<file path="src/mem_init_pkg.sv">
// ========================================
// Shared sizes for the work-memory banks,
// power-on fill pattern codes, and the
// console address word with its two views
// ========================================

package mem_init_pkg;

	// ========================================
	// Bank geometry
	// ========================================

	localparam int num_banks   = 4;
	localparam int bank_sel_w  = 2;
	// 4096 bytes per bank
	localparam int bank_addr_w = 12;
	localparam int cpu_addr_w  = bank_sel_w + bank_addr_w;
	localparam int data_w      = 8;

	// One write every second cycle over the whole bank
	localparam int fill_pass_cycles = 2 * (2 ** bank_addr_w);

	// ========================================
	// Fill pattern codes
	// ========================================

	localparam int pat_w = 2;

	// Alternating 99/66, as on later consoles
	localparam logic [pat_w-1:0] pat_9966 = 2'd0;
	// Alternating 00/FF, as on early consoles
	localparam logic [pat_w-1:0] pat_00ff = 2'd1;
	localparam logic [pat_w-1:0] pat_55   = 2'd2;
	localparam logic [pat_w-1:0] pat_ff   = 2'd3;

	// ========================================
	// Console address word
	// ========================================

	// Flat byte address, or bank index over offset in bank
	typedef union packed {
		logic [cpu_addr_w-1:0] flat;
		struct packed {
			logic [bank_sel_w-1:0]  bank;
			logic [bank_addr_w-1:0] offset;
		} fields;
	} cpu_addr_u;

endpackage

</file>
<file path="src/access_decoder.sv">
// ========================================
// Console access decoder
// Registers one request per cycle, drops it
// during a clear, and turns the bank field
// into one-hot write and read strobes
// ========================================

`timescale 1ns/1ps

module access_decoder (
	input  logic                                 clk_sys,
	input  logic                                 RESET,
	input  logic                                 clearing,
	input  logic                                 load_start,
	input  mem_init_pkg::cpu_addr_u              cpu_addr,
	input  logic [mem_init_pkg::data_w-1:0]      cpu_wdata,
	input  logic                                 cpu_we,
	input  logic                                 cpu_rd,
	output logic [mem_init_pkg::num_banks-1:0]   bank_wr,
	output logic [mem_init_pkg::num_banks-1:0]   bank_rd,
	output logic [mem_init_pkg::bank_addr_w-1:0] bank_offset,
	output logic [mem_init_pkg::data_w-1:0]      bank_wdata
);

	logic                               accept;
	logic [mem_init_pkg::num_banks-1:0] bank_hot;

	// Nothing gets through while the banks are owned by the fill pass
	assign accept = ~clearing & ~load_start;

	assign bank_hot = mem_init_pkg::num_banks'(1) << cpu_addr.fields.bank;

	// ========================================
	// Strobes
	// ========================================

	always_ff @(posedge clk_sys) begin
		if (RESET) begin
			bank_wr <= '0;
			bank_rd <= '0;
		end else begin
			bank_wr <= '0;
			bank_rd <= '0;
			if (accept) begin
				// Write wins when both strobes come together
				if (cpu_we) begin
					bank_wr <= bank_hot;
				end else if (cpu_rd) begin
					bank_rd <= bank_hot;
				end
			end
		end
	end

	// Offset and data only move with a request
	always_ff @(posedge clk_sys) begin
		if (cpu_we | cpu_rd) begin
			bank_offset <= cpu_addr.fields.offset;
			bank_wdata  <= cpu_wdata;
		end
	end

	// One bank op at a time, and none while the sequencer owns the banks
	strobe_onehot: assert property (
		@(posedge clk_sys) disable iff (RESET)
		$onehot0({bank_wr, bank_rd}) && !(clearing && |{bank_wr, bank_rd})
	);

endmodule

</file>
<file path="config.mk">
export PLATFORM = sky130hd
export DESIGN_NAME = access_decoder
export DESIGN_NICKNAME = d
export VERILOG_FILES = /design/src/mem_init_pkg.sv /design/src/access_decoder.sv
export SDC_FILE = /design/constraint.sdc
export NUM_CORES = 1
export LEC_CHECK = 0
export ABC_AREA = 1
export BUFFER_PORTS_ARGS = -buffer_cell sky130_fd_sc_hd__buf_2
export CORE_MARGIN = 8
export CORE_UTILIZATION = 40
export DETAILED_ROUTE_END_ITERATION = 10
export GPL_TIMING_DRIVEN = 0
export PLACE_DENSITY = 0.77
export REMOVE_ABC_BUFFERS = 1
export SETUP_SLACK_MARGIN = 0.2
export SLEW_MARGIN = 10
export SYNTH_ARGS = -nofsm -noshare
export SYNTH_HDL_FRONTEND = slang
export SYNTH_SLANG_ARGS = --single-unit
export TNS_END_PERCENT = 50
</file>
<file path="constraint.sdc">
create_clock -name clk_sys -period 1.07 [get_ports clk_sys]
set_input_delay 0.1605 -clock clk_sys [delete_from_list [all_inputs] [get_ports clk_sys]]
set_output_delay 0.1605 -clock clk_sys [all_outputs]
set_load 0.005 [all_outputs]
</file>
==> impl_metrics.yaml <==
timing:
  worstMarginPinSlew_ns: 0.443
  slew_violations: 0
  fin_crit_ns: 1.03
  hold_ws_ns: 0.0914
  clock.fmax_ghz: 0.973
  setup_viol: 0
  fin_ws_ns: 0.0423
  fin_setup_tns_ns: 0
  rsz0062_at_grt: "yes"
  relSlewSlack: 0.705
  finalHoldViolations: 0
  min_period_over_period: 0.960
detailed_routing:
  routed_wl_um: 2180
  firstDrtPassIters: 2
  ant_nets: 0
  vias: 658
  drc: 0
  met3_length_um: 316
  viasPerCell: 4.27
  wirelength_met1_um: 831
  drt_iter0_markers: 12
  wl_per_cell_um: 14.1
  route.met2.wl_um: 1030
  top_layer: "met3"
die:
  dieArea_um2: 3880
  coreArea_um2: 1980
  initial_core_util: 0.432
  rows: 16
  die_y_um: 62.3
  ioPinCount: 56
  die_w_um: 62.3
layout:
  layout_commonest_cell: "buf_2"
  antennaDiodeCount: 0
  nets: 156
  design_area_um2: 1420
  fillCellCount: 129
  area_growth_pct: 65.9
  post-route-util: 0.717
  layout_common_cells: "54 x buf_2, 20 x edfxtp_1, 20 x dlygate4sd3_1"
  stdcell_count: 154
  drive_above_1_share: 0.512
synth:
  syn-cell-area_um2: 856
  synthCells: 48
  seq_area_frac_synth: 0.889
  syn_area_per_cell_um2: 17.8
  ys_ff_latch: 28
  ys_warn_count: 0
  synth_cell_types: 8
min_path:
  hp-class: "input pin to flop"
clock_tree:
  cts_root_buf: "clkbuf_4"
  postCtsSetupBuffers: 0
  clock-sinks: 28
  cts_made_buffers: 3
  cts_tree: "yes"
  htree_levels: 1
  cts_buffer_depth: 2
  path_clk_slew_ns: 0.14
worst_setup_path:
  cp_cell_sequence: "buf_2"
  critPathCaptureType: "output port"
  endpoint: "bank_offset[0]"
  cp_top_family: "flip-flops"
  crit_slowest_cell: "edfxtp_1"
  max_stage_delay_ns: 0.40
  crit_arrival_ns: 0.87
  cp_data_required_time_ns: 0.91
  cp_num_buf_inv: 1
  path_class: "flop to output port"
  critPathMaxFanout: 1
  start_kind: "flop"
  cp.depth: 1
  worstSetupStartpoint: "bank_offset[0]"
placed_design:
  dpl_cell_area_um2: 1160
  dp_cells: 130
  hpwl_um: 1460
  port-buffer-count: 55
  routabilityCongestion: 0.680
  pre_cts_slack_ns: -0.0194
global_route:
  grt_max_degree: 21
  grt_pass1_vias: 732
  gr-total-overflow: 0
  track_usage: 0.104
  grt_pass1_wl_um: 3300
  antenna_found_initial: 0
flow_run:
  maxCapViolCount: 0
power_and_ir_drop:
  p_per_area_nw_per_um2: 1460
  ir_drop_mv: 1.09
  p_total_mw: 2.07
  cellLeakagePower_nw: 0.652
outcome:
  status: "completed"
[final cells by class]
class | count | area, um2 | share of cell area
Sequential cell | 28 | 762 | 0.537
Inverter | 3 | 11.3 | 0.00793
Tap cell | 27 | 33.8 | 0.0238
Multi-Input combinational cell | 17 | 83.8 | 0.0590
Clock buffer | 4 | 47.5 | 0.0335
Timing Repair Buffer | 75 | 482 | 0.339
[cells in the mapped netlist]
| master | n | area [um2] |
|---|---|---|
| inv_1 | 3 | 11.3 |
| or2_2 | 1 | 6.26 |
| nor2_1 | 8 | 30.0 |
| edfxtp_1 | 20 | 601 |
| nor2_2 | 2 | 12.5 |
| nand3_2 | 2 | 20.0 |
| nand2_1 | 4 | 15.0 |
| dfxtp_1 | 8 | 160 |
[cell families after synthesis]
| family | count (synthesis) | synth area share |
|---|---|---|
| buffers and inverters | 3 | 0.0132 |
| flip-flops | 28 | 0.889 |
| AND/OR/NAND/NOR | 17 | 0.0980 |
[per-layer routing]
layer,up-vias,track usage
met5,-,0
met4,0,0.0342
met3,0,0.0789
met2,42,0.167
met1,295,0.101
li1,321,-
[flip-flops by register name (all words and copies together), names as in the netlist]
| name | count |
|---|---|
| bank_rd | 4 |
| bank_wdata | 8 |
| bank_wr | 4 |
| bank_offset | 12 |
[worst min-delay path by stage]
stage                      start         endpoint  slack (ns)  cells past startpoint
finish              cpu_addr[12]       bank_wr[3]        0.09                      3
CTS                 cpu_wdata[1]    bank_wdata[1]     0.00006                      1
detailed placement   cpu_addr[8]   bank_offset[8]        0.34                      1
global route        cpu_addr[12]       bank_wr[1]        0.11                      3
global placement    cpu_addr[11]  bank_offset[11]        0.34                      1
floorplan            cpu_addr[0]   bank_offset[0]        0.26                      0
[timing repair]
action,CTS,global route
resized for setup,0,2
setup endpoints to repair,28,28
hold endpoints to repair,16,4
hold buffers,16,4
[power by group]
group	total, mW	switching, mW	internal (mW)
Sequential	1.26	0.0157	1.24
Combinational	0.228	0.0939	0.134
Clock	0.583	0.298	0.285
Note: power is estimated with default switching activity, not from simulation.
