`config.mk`:
```
export PLATFORM = sky130hd
export DESIGN_NAME = read_return_selector
export DESIGN_NICKNAME = d
export VERILOG_FILES = /design/src/mem_init_pkg.sv /design/src/read_return_selector.sv
export SDC_FILE = /design/constraint.sdc
export NUM_CORES = 1
export LEC_CHECK = 0
export BUFFER_PORTS_ARGS = -buffer_cell sky130_fd_sc_hd__buf_4
export CAP_MARGIN = 20
export CORE_AREA = 4 4 41 43
export CTS_BUF_LIST = sky130_fd_sc_hd__clkbuf_16
export DETAILED_ROUTE_END_ITERATION = 8
export DIE_AREA = 0 0 45 47
export PLACE_DENSITY_LB_ADDON = 0.05
export SYNTH_ARGS = -nofsm -noshare
export SYNTH_HDL_FRONTEND = slang
export SYNTH_SLANG_ARGS = --single-unit
```
`constraint.sdc`:
```
create_clock -name clk_sys -period 2.3 [get_ports clk_sys]
set_clock_uncertainty 0.1 [all_clocks]
set_input_delay 0.115 -clock clk_sys [delete_from_list [all_inputs] [get_ports clk_sys]]
set_output_delay 0.115 -clock clk_sys [all_outputs]
set_load 0.03 [all_outputs]
```
`src/mem_init_pkg.sv`:
```
// ========================================
// Shared sizes for the work-memory banks,
// power-on fill pattern codes, and the
// console address word with its two views
// ========================================

package mem_init_pkg;

	// ========================================
	// Bank geometry
	// ========================================

	localparam int num_banks   = 4;
	localparam int bank_sel_w  = 2;
	// 4096 bytes per bank
	localparam int bank_addr_w = 12;
	localparam int cpu_addr_w  = bank_sel_w + bank_addr_w;
	localparam int data_w      = 8;

	// One write every second cycle over the whole bank
	localparam int fill_pass_cycles = 2 * (2 ** bank_addr_w);

	// ========================================
	// Fill pattern codes
	// ========================================

	localparam int pat_w = 2;

	// Alternating 99/66, as on later consoles
	localparam logic [pat_w-1:0] pat_9966 = 2'd0;
	// Alternating 00/FF, as on early consoles
	localparam logic [pat_w-1:0] pat_00ff = 2'd1;
	localparam logic [pat_w-1:0] pat_55   = 2'd2;
	localparam logic [pat_w-1:0] pat_ff   = 2'd3;

	// ========================================
	// Console address word
	// ========================================

	// Flat byte address, or bank index over offset in bank
	typedef union packed {
		logic [cpu_addr_w-1:0] flat;
		struct packed {
			logic [bank_sel_w-1:0]  bank;
			logic [bank_addr_w-1:0] offset;
		} fields;
	} cpu_addr_u;

endpackage

```
`src/read_return_selector.sv`:
```
// ========================================
// Read return selector
// Picks the byte of the bank that answered
// and registers it with the valid flag
// ========================================

`timescale 1ns/1ps

module read_return_selector (
	input  logic                                                  clk_sys,
	input  logic                                                  RESET,
	input  logic [mem_init_pkg::num_banks-1:0][mem_init_pkg::data_w-1:0] rd_data,
	input  logic [mem_init_pkg::num_banks-1:0]                    rd_valid,
	output logic [mem_init_pkg::data_w-1:0]                       cpu_rdata,
	output logic                                                  cpu_rvalid
);

	logic [mem_init_pkg::data_w-1:0] sel_data;

	// AND-OR mux, at most one bank answers per cycle
	always_comb begin
		sel_data = '0;
		for (int i = 0; i < mem_init_pkg::num_banks; i++) begin
			if (rd_valid[i]) begin
				sel_data = sel_data | rd_data[i];
			end
		end
	end

	always_ff @(posedge clk_sys) begin
		if (|rd_valid) begin
			cpu_rdata <= sel_data;
		end
	end

	always_ff @(posedge clk_sys) begin
		if (RESET) begin
			cpu_rvalid <= 1'b0;
		end else begin
			cpu_rvalid <= |rd_valid;
		end
	end

	// Decoder sends one read per cycle, so banks answer one at a time
	single_return: assert property (
		@(posedge clk_sys) disable iff (RESET)
		$onehot0(rd_valid)
	);

endmodule

```
==> metrics.csv <==
stage,metric,value,unit
logic_synthesis,synth_cells,39,
timing,report.final.slew_viol_count,0,
cts,clkSlewWorstSetupHoldPaths,0.04,ns
placed_design,dpl-instance-area,800,um^2
worst_hold_path,whs_endpoint,cpu_rdata[5],
global_route,via_count_of_the_first_global_routing_pass,588,
floorplan,start_util,0.356,
floorplan,io-pin-count,47,
cells_and_area,finish.cell_count_without_fillers,101,
floorplan,dieWidth,45,um
pwr,max-vdd-ir-drop,0.407,mV
worst_setup_path,worst-endpoint-required,2.16,ns
pwr,power.density,723,nW/um^2
logic_synthesis,synth.yosys.seq_area_share,0.562,
route,remaining_drc_errors,0,
global_route,grt_pass1_wl,2.40,mm
global_route,grt_util_all_layers,0.169,
timing,max_slew_margin,0.857,
cells_and_area,layout.core_utilization,0.683,
cts,tritoncts_num_sinks,9,
cells_and_area,antenna_cells_inserted,0,
cts,clock-root-buffer,sky130_fd_sc_hd__clkbuf_16,
cts,h-tree-depth,1,
floorplan,dieArea,2120,um^2
global_route,grt_start_max_net_pins,10,
timing,rsz0062_at_grt,false,
timing,maxClockFrequency,986,MHz
floorplan,fp-row-count,13,
route,drt.antenna.violating_nets,0,
logic_synthesis,synth.yosys.warnings,0,
worst_setup_path,timing.critical_path.max_delay_family,simple AND/OR/NAND/NOR gates,
job,maxCapViolCount,0,
timing,finalSetupViolCount,0,
logic_synthesis,synthDominantCellAreaShare,0.519,
logic_synthesis,top_cells_by_area_in_the_synthesized_netlist,"sky130_fd_sc_hd__edfxtp_1, sky130_fd_sc_hd__a22oi_1, sky130_fd_sc_hd__nand2_1",
floorplan,core_region_area,1300,um^2
cells_and_area,area_growth_syn_to_layout,91.9,%
timing,timing.final.crit_period,1.01,ns
timing,timing.setup.tns,0,ns
worst_setup_path,setup.worst_path.class,primary input to flip-flop,
cells_and_area,fraction_of_layout_cells_with_a_size_suffix_above_1,0.593,
route,drt_first_iter_violations,11,
worst_setup_path,maximum_net_fanout_on_the_critical_path,9,
timing,final_hold_viol_count,0,
route,drt-total-wl,1.49,mm
cells_and_area,stdcell_area,888,um^2
logic_synthesis,synth_area_per_cell,11.9,um^2
route,via_per_inst,5.23,
logic_synthesis,synth_edf_count,8,
floorplan,die_height,47,um
outcome,run_status,"complete, no violations",
cells_and_area,net_count_of_the_finished_layout,125,
placed_design,placed_cells_incl_taps,96,
worst_hold_path,timing.hold.worst_path_depth,3,
global_route,grt_antenna_before_repair,0,
logic_synthesis,synthesis.nets,77,
placed_design,port-buffer-count,46,
worst_setup_path,critPathCaptureType,flip-flop,
worst_setup_path,crit_chain,"buf_4, or4_4",
cts,tritoncts,yes,
cts,clock_tree.buffer_depth,2,
worst_setup_path,startpoint_type,primary input,
logic_synthesis,synth_ff_type,sky130_fd_sc_hd__edfxtp_1,
logic_synthesis,yosys-top-cells-count,"sky130_fd_sc_hd__a22oi_1, sky130_fd_sc_hd__edfxtp_1, sky130_fd_sc_hd__nand2_1",
worst_setup_path,worst-endpoint-arrival,0.88,ns
worst_setup_path,slowest_stage,sky130_fd_sc_hd__or4_4,
timing,worst_pin_slew,0.214,ns
logic_synthesis,synth_seq_cells,9,
logic_synthesis,yosys.area.top_type,sky130_fd_sc_hd__edfxtp_1,
worst_setup_path,critical_path.max_stage_delay,0.61,ns
route,firstDrtPassIters,4,
placed_design,place_congestion,0.735,
route,via_count,528,
route,route.detailed.wl_per_inst,14.8,um
worst_hold_path,min_from,rd_data[13],
global_route,total_global_routing_overflow,0,
timing,period_share,0.441,
worst_setup_path,timing.critical_path.buf_inv,1,
worst_hold_path,hold_path.class,primary input to flip-flop,
cells_and_area,fillerInstances,121,
logic_synthesis,async_set_reset_flop_share_out_of_synthesis,0,
logic_synthesis,syn_area,463,um^2
pwr,p_leak,0.429,nW
logic_synthesis,yosys.cell_count.top_type,sky130_fd_sc_hd__a22oi_1,
cts,cts_buffers,3,
logic_synthesis,yosysUniqueCellTypes,10,
-- tightest hold or removal path, stage by stage --
cell and delay, ns:
sky130_fd_sc_hd__buf_4 0.07, sky130_fd_sc_hd__a22oi_1 0.05, sky130_fd_sc_hd__nand2_1 0.06
-- cell families (layout without fill, tap and decap cells) --
kind of cell / after synthesis / in the layout / synth area share
AO/OA/AOI/OAI: 16 / 16 / 0.259
flip-flops: 9 / 9 / 0.562
AND/OR/NAND/NOR: 10 / 10 / 0.119
buffers and inverters: 4 / 51 / 0.0594
-- cell usage in the layout, fill, tap and decap left out --
| cell | instances |
|---|---|
| sky130_fd_sc_hd__buf_4 | 46 |
| sky130_fd_sc_hd__a22oi_1 | 16 |
| sky130_fd_sc_hd__nand2_1 | 8 |
| sky130_fd_sc_hd__edfxtp_1 | 8 |
| sky130_fd_sc_hd__clkbuf_16 | 3 |
| sky130_fd_sc_hd__or4_4 | 1 |
| sky130_fd_sc_hd__nor2b_4 | 1 |
| sky130_fd_sc_hd__inv_1 | 1 |
| sky130_fd_sc_hd__dfxtp_1 | 1 |
| sky130_fd_sc_hd__dlygate4sd3_1 | 1 |
-- power by group --
group          switching, mW  internal, mW  leakage, nW
combinational         0.0693        0.0748        0.300
sequential           0.00466         0.198       0.0865
clock                 0.0693         0.226       0.0423
-- sequential cells by signal, summed over array words and instances, names as in the netlist --
name / count
cpu_rdata: 8
cpu_rvalid: 1
-- worst max-delay path by stage --
stage | start | end | slack [ns] | cells after the start
6_report | rd_valid[1] | cpu_rdata[2] | 1.29 | 2
2_1_floorplan | rd_valid[2] | cpu_rdata[0] | 1.10 | 2
3_3_place_gp | rd_valid[1] | cpu_rdata[7] | 1.06 | 2
4_1_cts | rd_valid[1] | cpu_rdata[2] | 1.29 | 2
3_5_place_dp | rd_valid[1] | cpu_rdata[3] | 1.05 | 2
5_1_grt | rd_valid[1] | cpu_rdata[6] | 1.27 | 2
-- repair_timing --
| action | 4_1_cts | 5_1_grt |
|---|---|---|
| hold endpoints to repair | 1 | 0 |
| setup buffers | 0 | 0 |
| resized for setup | 0 | 0 |
| hold buffers | 1 | 0 |
-- stage by stage --
| stage | worst slack [ns] | power, mW | hold WS (ns) |
|---|---|---|---|
| 2_1_floorplan | 1.10 | 0.271 | 0.0793 |
| 6_report | 1.29 | 0.642 | 0.0712 |
| 4_1_cts | 1.29 | 0.644 | 0.0706 |
| 3_3_place_gp | 1.06 | 0.346 | 0.185 |
| 3_5_place_dp | 1.05 | 0.348 | 0.197 |
| 5_1_grt | 1.27 | 0.666 | 0.0901 |
-- final cells by class --
type | instances | area [um^2] | share of cell area
clock inverters | 1 | 3.75 | 0.00423
flip-flops and latches | 9 | 260 | 0.293
well taps | 15 | 18.8 | 0.0211
multi-input cells | 26 | 175 | 0.197
repair buffers | 47 | 355 | 0.400
clock buffers | 3 | 75.1 | 0.0845
-- routing by layer --
layer / track usage / vias to the layer above / wire length (um)
li1: - / 248 / -
met4: 0.123 / 0 / 48
met3: 0.0536 / 4 / 160
met5: 0 / - / 0
met2: 0.280 / 37 / 760
met1: 0.182 / 239 / 521
(Power assumes the default switching activity.)
