File: src/mem_init_pkg.sv
// ========================================
// Shared sizes for the work-memory banks,
// power-on fill pattern codes, and the
// console address word with its two views
// ========================================

package mem_init_pkg;

	// ========================================
	// Bank geometry
	// ========================================

	localparam int num_banks   = 4;
	localparam int bank_sel_w  = 2;
	// 4096 bytes per bank
	localparam int bank_addr_w = 12;
	localparam int cpu_addr_w  = bank_sel_w + bank_addr_w;
	localparam int data_w      = 8;

	// One write every second cycle over the whole bank
	localparam int fill_pass_cycles = 2 * (2 ** bank_addr_w);

	// ========================================
	// Fill pattern codes
	// ========================================

	localparam int pat_w = 2;

	// Alternating 99/66, as on later consoles
	localparam logic [pat_w-1:0] pat_9966 = 2'd0;
	// Alternating 00/FF, as on early consoles
	localparam logic [pat_w-1:0] pat_00ff = 2'd1;
	localparam logic [pat_w-1:0] pat_55   = 2'd2;
	localparam logic [pat_w-1:0] pat_ff   = 2'd3;

	// ========================================
	// Console address word
	// ========================================

	// Flat byte address, or bank index over offset in bank
	typedef union packed {
		logic [cpu_addr_w-1:0] flat;
		struct packed {
			logic [bank_sel_w-1:0]  bank;
			logic [bank_addr_w-1:0] offset;
		} fields;
	} cpu_addr_u;

endpackage

File: src/mem_fill_sequencer.sv
// ========================================
// Clear pass sequencer
// Walks every bank address once after a
// load strobe, one fill write per two cycles
// ========================================

`timescale 1ns/1ps

module mem_fill_sequencer (
	input  logic                                 clk_sys,
	input  logic                                 RESET,
	input  logic                                 load_start,
	output logic                                 clearing,
	output logic [mem_init_pkg::bank_addr_w-1:0] fill_addr,
	output logic                                 fill_we
);

	logic fill_wait;
	logic last_addr;

	assign last_addr = &fill_addr;

	// Write only on the second cycle of each pair
	assign fill_we = clearing & ~fill_wait;

	always_ff @(posedge clk_sys) begin
		if (RESET) begin
			clearing  <= 1'b0;
			fill_wait <= 1'b1;
			fill_addr <= '0;
		end else if (!clearing) begin
			// A new pass starts on a wait cycle at address 0
			fill_wait <= 1'b1;
			fill_addr <= '0;
			if (load_start) begin
				clearing <= 1'b1;
			end
		end else begin
			fill_wait <= ~fill_wait;
			if (!fill_wait) begin
				fill_addr <= fill_addr + 1'b1;
				// Pass ends right after the last address is written
				if (last_addr) begin
					clearing <= 1'b0;
				end
			end
		end
	end

	// Clearing drops only after the write to the last address
	pass_ends_at_last: assert property (
		@(posedge clk_sys) disable iff (RESET)
		$fell(clearing) && !$past(RESET) |-> $past(fill_we) && (&$past(fill_addr))
	);

endmodule

File: config.mk
export PLATFORM = sky130hd
export DESIGN_NAME = mem_fill_sequencer
export DESIGN_NICKNAME = d
export VERILOG_FILES = /design/src/mem_init_pkg.sv /design/src/mem_fill_sequencer.sv
export SDC_FILE = /design/constraint.sdc
export NUM_CORES = 1
export LEC_CHECK = 0
export BUFFER_PORTS_ARGS = -buffer_cell sky130_fd_sc_hd__buf_2
export CAP_MARGIN = 20
export CORE_UTILIZATION = 40
export DETAILED_ROUTE_END_ITERATION = 16
export GPL_ROUTABILITY_DRIVEN = 0
export MAX_ROUTING_LAYER = met4
export SETUP_SLACK_MARGIN = 0.15
export SLEW_MARGIN = 20
export SYNTH_ARGS = -nofsm -noshare
export SYNTH_HDL_FRONTEND = slang
export SYNTH_SLANG_ARGS = --single-unit
File: constraint.sdc
create_clock -name clk_sys -period 2.5 [get_ports clk_sys]
set_input_delay 0.375 -clock clk_sys [delete_from_list [all_inputs] [get_ports clk_sys]]
set_output_delay 0.375 -clock clk_sys [all_outputs]
set_load 0.02 [all_outputs]
==> results of run 1 <==
[cell usage in the layout, fill, tap and decap left out]
master,synthesis,final
a21oi_1,5,5
a311oi_1,1,1
buf_2,0,16
clkbuf_4,0,3
clkbuf_8,0,1
dfxtp_1,14,14
ha_1,1,1
inv_1,3,3
mux2i_1,4,4
nand2_1,7,7
nand2b_1,4,4
nand4_1,2,2
nand4b_1,2,2
nand4b_4,1,1
nor2_1,5,5
nor2b_1,2,2
nor3_1,1,1
nor4_1,2,2
nor4_2,1,1
o21ai_0,3,3
o31ai_1,2,2
or3_1,3,3
or4_1,2,2
xor2_1,3,3
[logic make-up after synthesis]
kind of cell | after synthesis | synth area share [%]
AO/OA/AOI/OAI | 11 | 9.71
XOR/XNOR | 3 | 4.00
adder cells (fa/ha/maj) | 1 | 1.90
buffers and inverters | 6 | 5.14
flip-flops | 14 | 42.7
multiplexers | 4 | 6.10
AND/OR/NAND/NOR | 32 | 30.5
[final timing paths]
path                      start       endpoint  slack [ns]  cells past startpoint
setup / recovery      fill_wait   fill_addr[9]        1.08                      3
hold / removal            RESET       clearing        0.27                      2
setup reg to reg      fill_wait   fill_addr[9]        1.08                      3
hold reg to reg   fill_addr[11]  fill_addr[11]        0.48                      2
[cell usage after synthesis (2+ instances only)]
library cell,n,area share [%]
nor2_1,5,2.9
nand4_1,2,1.9
nor4_1,2,1.9
a21oi_1,5,3.8
nand2_1,7,4.0
or4_1,2,2.3
nand2b_1,4,3.8
xor2_1,3,4.0
o31ai_1,2,2.3
mux2i_1,4,6.1
nand4b_1,2,2.7
dfxtp_1,14,43
nor2b_1,2,1.9
o21ai_0,3,2.3
inv_1,3,1.7
or3_1,3,2.9
[final cells by class]
class	instances	area share [%]
repair buffers	16	10.4
well taps	16	2.60
flip-flops and latches	14	36.4
clock buffers	4	4.71
inverters	3	1.46
multi-input cells	51	44.5
[registers in the layout, summed over array words and instances, names as in the netlist]
name	flops
clearing	1
fill_addr	12
fill_wait	1
[where the power goes]
part / leakage (nW) / internal (W) / switching (W) / total [W]
combinational: 0.182 / 0.00000733 / 0.00000916 / 0.0000165
sequential: 0.113 / 0.000225 / 0.00000396 / 0.000229
clock: 0.0210 / 0.0000885 / 0.0000747 / 0.000163
total: 0.316 / 0.000321 / 0.0000878 / 0.000409
[metal layers]
metal / vias up / GRT usage, % / share of wire, %
li1: 285 / - / -
met1: 236 / 19.8 / 51
met2: 12 / 18.8 / 43
met3: 4 / 3.88 / 4.3
met4: 0 / 5.63 / 1.8
met5: - / - / 0
[per-stage QoR]
stage          total power [W]  hold slack (ns)  cells  util, %
5_1_grt               0.000425            0.272    104     50.6
3_3_place_gp          0.000251            0.464    100     48.2
3_5_place_dp          0.000251            0.476    100     48.2
6_report              0.000409            0.268    104     50.6
2_1_floorplan         0.000247            0.447     71        -
4_1_cts               0.000412            0.267    104     50.6
[worst max-delay path, delay by kind of cell (launching register included)]
kind / cells / cell delay [ns]
compound gates: 1 / 0.14
flops: 1 / 0.40
simple gates: 2 / 0.81
==> results.toml, run 1 <==
[clocking]
cts_hold_buffers = 0
clk_pin_slew_ns = 0.09
cts_tree = "built"
cts_buffer_depth = 2
worst_skew_pair.late_latency_ns = 0.28
clock-sinks = 14
cts_buffers = 3
h-tree-depth = 1
clock-root-buffer = "clkbuf_4"
cts-resized-gates = 0
post_cts_buffers = 0

[sta]
fmax_ghz = 0.702
layout_setup_ws_ns = 1.08
skew_ns = 0.00252
min_period_ns = 1.42
setup_viol = 0
finalSetupTns_ns = 0
rsz0062_at_grt = "no"
drv_slew = 0
worstMarginPinSlew_ns = 0.418
hold_violations = 0
min_period_over_period_pct = 57.0
slew_headroom_pct = 72.1

[floorplan]
die_x_um = 42.5
dieArea_sq_um = 1810
rows = 14
start_util_pct = 43.1
die_h_um = 42.5
core_area_sq_um = 1520
boundaryPins = 17

[yosys]
avgSynthCellArea_sq_um = 9.25
ys_warn_count = 0
yosysUniqueCellTypes = 24
synth_nets = 75
synth_ff_type = "dfxtp_1"
synth-edff-count = 0
synth-seq-cells = 14
syn_area_sq_um = 657
synth_cells = 71
seq_area_frac_synth_pct = 42.7
synth-async-reset-ratio_pct = 0

[critical_path]
worstSetupPathType = "reg -> reg"
crit_required_ns = 2.71
critPathMaxFanout = 12
crit_arrival_ns = 1.63
end_kind = "register"
slowest_stage = "or4_1"
crit_chain = "nand4b_4 -> or4_1 -> a21oi_1"
max_stage_delay_ns = 0.53
critical_path.startpoint_type = "register"

[pwr]
p_per_area_nw_per_um2 = 530
vdd_drop_max_uv = 324
p_leak_nw = 0.316

[flow_run]
maxCapViolations = 0

[placement]
dp.final_hpwl_um = 842
pre_cts_ws_ns = 1.09
port_buffers = 16
dpl_cell_area_sq_um = 734

[finish]
seqCellArea_sq_um = 280
final_nets = 93
area_growth_pct = 17.3
diodes = 0
multi_input_area_sq_um = 343
finalInstanceArea_sq_um = 771
n_fill_cell = 140
drive_gt1_share_pct = 25.0

[routing]
dr.pass1.iters = 4
viasPerCell = 5.16
wl_um = 1150
vias = 537
drc = 0
ant_nets = 0
drt_iter0_drc = 8
wl_per_cell_um = 11.1

[global_route]
grt-ovfl-total = 0
track_usage_pct = 14.1
grt_pass1_wl_um = 1900
grt_antenna_before_repair = 0
grt_pass1_vias = 440
grt_max_degree = 13

[worst_hold_path]
worstHoldPathType = "in -> reg"

[run_status]
status = "finished clean"
Power figures use the tool's default switching activity.
==> run 2: changes to the inputs <==
--- a/config.mk
+++ b/config.mk
@@ -11,6 +11,7 @@
 export DETAILED_ROUTE_END_ITERATION = 16
 export GPL_ROUTABILITY_DRIVEN = 0
 export MAX_ROUTING_LAYER = met4
+export PLACE_DENSITY = 0.66
 export SETUP_SLACK_MARGIN = 0.15
 export SLEW_MARGIN = 20
 export SYNTH_ARGS = -nofsm -noshare
==> constraint.sdc (replaced) <==
create_clock -name clk_sys -period 1.3 [get_ports clk_sys]
set_input_delay 0.195 -clock clk_sys [delete_from_list [all_inputs] [get_ports clk_sys]]
set_output_delay 0.195 -clock clk_sys [all_outputs]
set_load 0.02 [all_outputs]
==> results.toml, run 2 (synthesis results as in run 1) <==
[run_status]
status = "finished clean"

[finish]
area_growth_pct = 58.3
final_core_util_pct = 68.2
final_common_cell = "buf_2"
drive_gt1_share_pct = 52.8
largest_register = "fill_addr"
finalInstanceArea_sq_um = 1040
layout_common_cells = "buf_2 (13), buf_4 (12), dfxtp_4 (8), buf_6 (8)"
largest_reg_flops = 12
seqCellArea_sq_um = 313
diodes = 0
largest_registers = "fill_addr x12, clearing x1, fill_wait x1"
multi_input_area_sq_um = 422
final_nets = 111
n_fill_cell = 109

[routing]
drc = 0
vias = 652
dr.pass1.iters = 4
ant_nets = 0
drt_iter0_drc = 12
viasPerCell = 5.34
wl_per_cell_um = 14.4
wl_um = 1760

[placement]
port_buffers = 16
dp.final_hpwl_um = 933
pre_cts_ws_ns = -0.00523
dpl_cell_area_sq_um = 806

[floorplan]
die_x_um = 42.5
rows = 14
boundaryPins = 17
core_area_sq_um = 1520
die_h_um = 42.5
dieArea_sq_um = 1810
start_util_pct = 43.1

[sta]
worstMarginPinSlew_ns = 0.413
min_period_over_period_pct = 99.5
slew_headroom_pct = 72.4
setup_viol = 0
min_period_ns = 1.29
skew_ns = 0.00104
fmax_ghz = 0.773
drv_slew = 0
layout_setup_ws_ns = 0.00602
hold_violations = 0
rsz0062_at_grt = "yes"

[clocking]
cts_buffer_depth = 2
h-tree-depth = 1
clock-sinks = 14
clock-root-buffer = "clkbuf_4"
cts_tree = "built"
cts_hold_buffers = 0
cts_buffers = 3
clk_pin_slew_ns = 0.08
worst_skew_pair.late_latency_ns = 0.29

[global_route]
grt-ovfl-total = 0
grt_pass1_vias = 589
grt_antenna_before_repair = 0
track_usage_pct = 19.8
grt_max_degree = 10
grt_pass1_wl_um = 2610

[critical_path]
end_kind = "register"
worst-r2r-setup-slack_ns = 0.006
critical_path.startpoint_type = "register"
critPathMaxFanout = 3
crit_required_ns = 1.51
worstSetupPathType = "reg -> reg"
crit_arrival_ns = 1.50

[pwr]
p_leak_nw = 0.491
vdd_drop_max_uv = 474
p_per_area_nw_per_um2 = 716

[worst_hold_path]
worstHoldPathType = "in -> reg"

[flow_run]
maxCapViolations = 0
-- run 2: final cells by class --
cell class / instances / share of cell area, %
Multi-Input combinational cell: 52 / 40.6
Sequential cell: 14 / 30.1
Timing Repair Buffer: 33 / 23.6
Clock buffer: 4 / 2.53
Tap cell: 16 / 1.93
Inverter: 3 / 1.32
-- run 2: where the power goes --
part,total [W],internal (W),switching [W]
Combinational,0.0000540,0.0000285,0.0000255
Clock,0.000268,0.000120,0.000148
Sequential,0.000423,0.000417,0.00000585
Total,0.000745,0.000565,0.000180
-- run 2: stage by stage --
step / TNS (ns) / power, W / hold slack [ns] / instances
after floorplan: 0 / 0.000466 / 0.267 / 71
after global placement: 0 / 0.000476 / 0.380 / 104
after detailed placement: -0.00523 / 0.000477 / 0.387 / 104
after CTS: 0 / 0.000733 / 0.0855 / 116
after global routing: -0.0396 / 0.000766 / 0.0995 / 122
final: 0 / 0.000745 / 0.0959 / 122
-- run 2: worst max-delay path, stage by stage (launching register included) --
cell and delay, ns:
dfxtp_4 0.39, ha_4 0.16, nand4_1 0.13, or3_1 0.39, a21oi_1 0.15
-- run 2: worst paths after layout --
path | from | end | depth (start not counted)
worst min-delay path | RESET | clearing | 2
worst min register to register | fill_addr[11] | fill_addr[11] | 2
worst max register to register | fill_addr[0] | fill_addr[8] | 4
worst max-delay path | fill_addr[0] | fill_addr[8] | 4
-- run 2: repair_timing --
action,CTS,global route
pin swaps,4,7
setup endpoints to repair,9,14
gates cloned,1,0
buffers inserted,7,6
resized for setup,13,12
-- run 2: layer usage --
layer	track usage (%)	share of wire, %	wire length [um]
met5	-	0	0
met1	23.5	44	767
met4	9.38	2.7	48
met2	32.9	50	887
met3	2.59	3.3	59
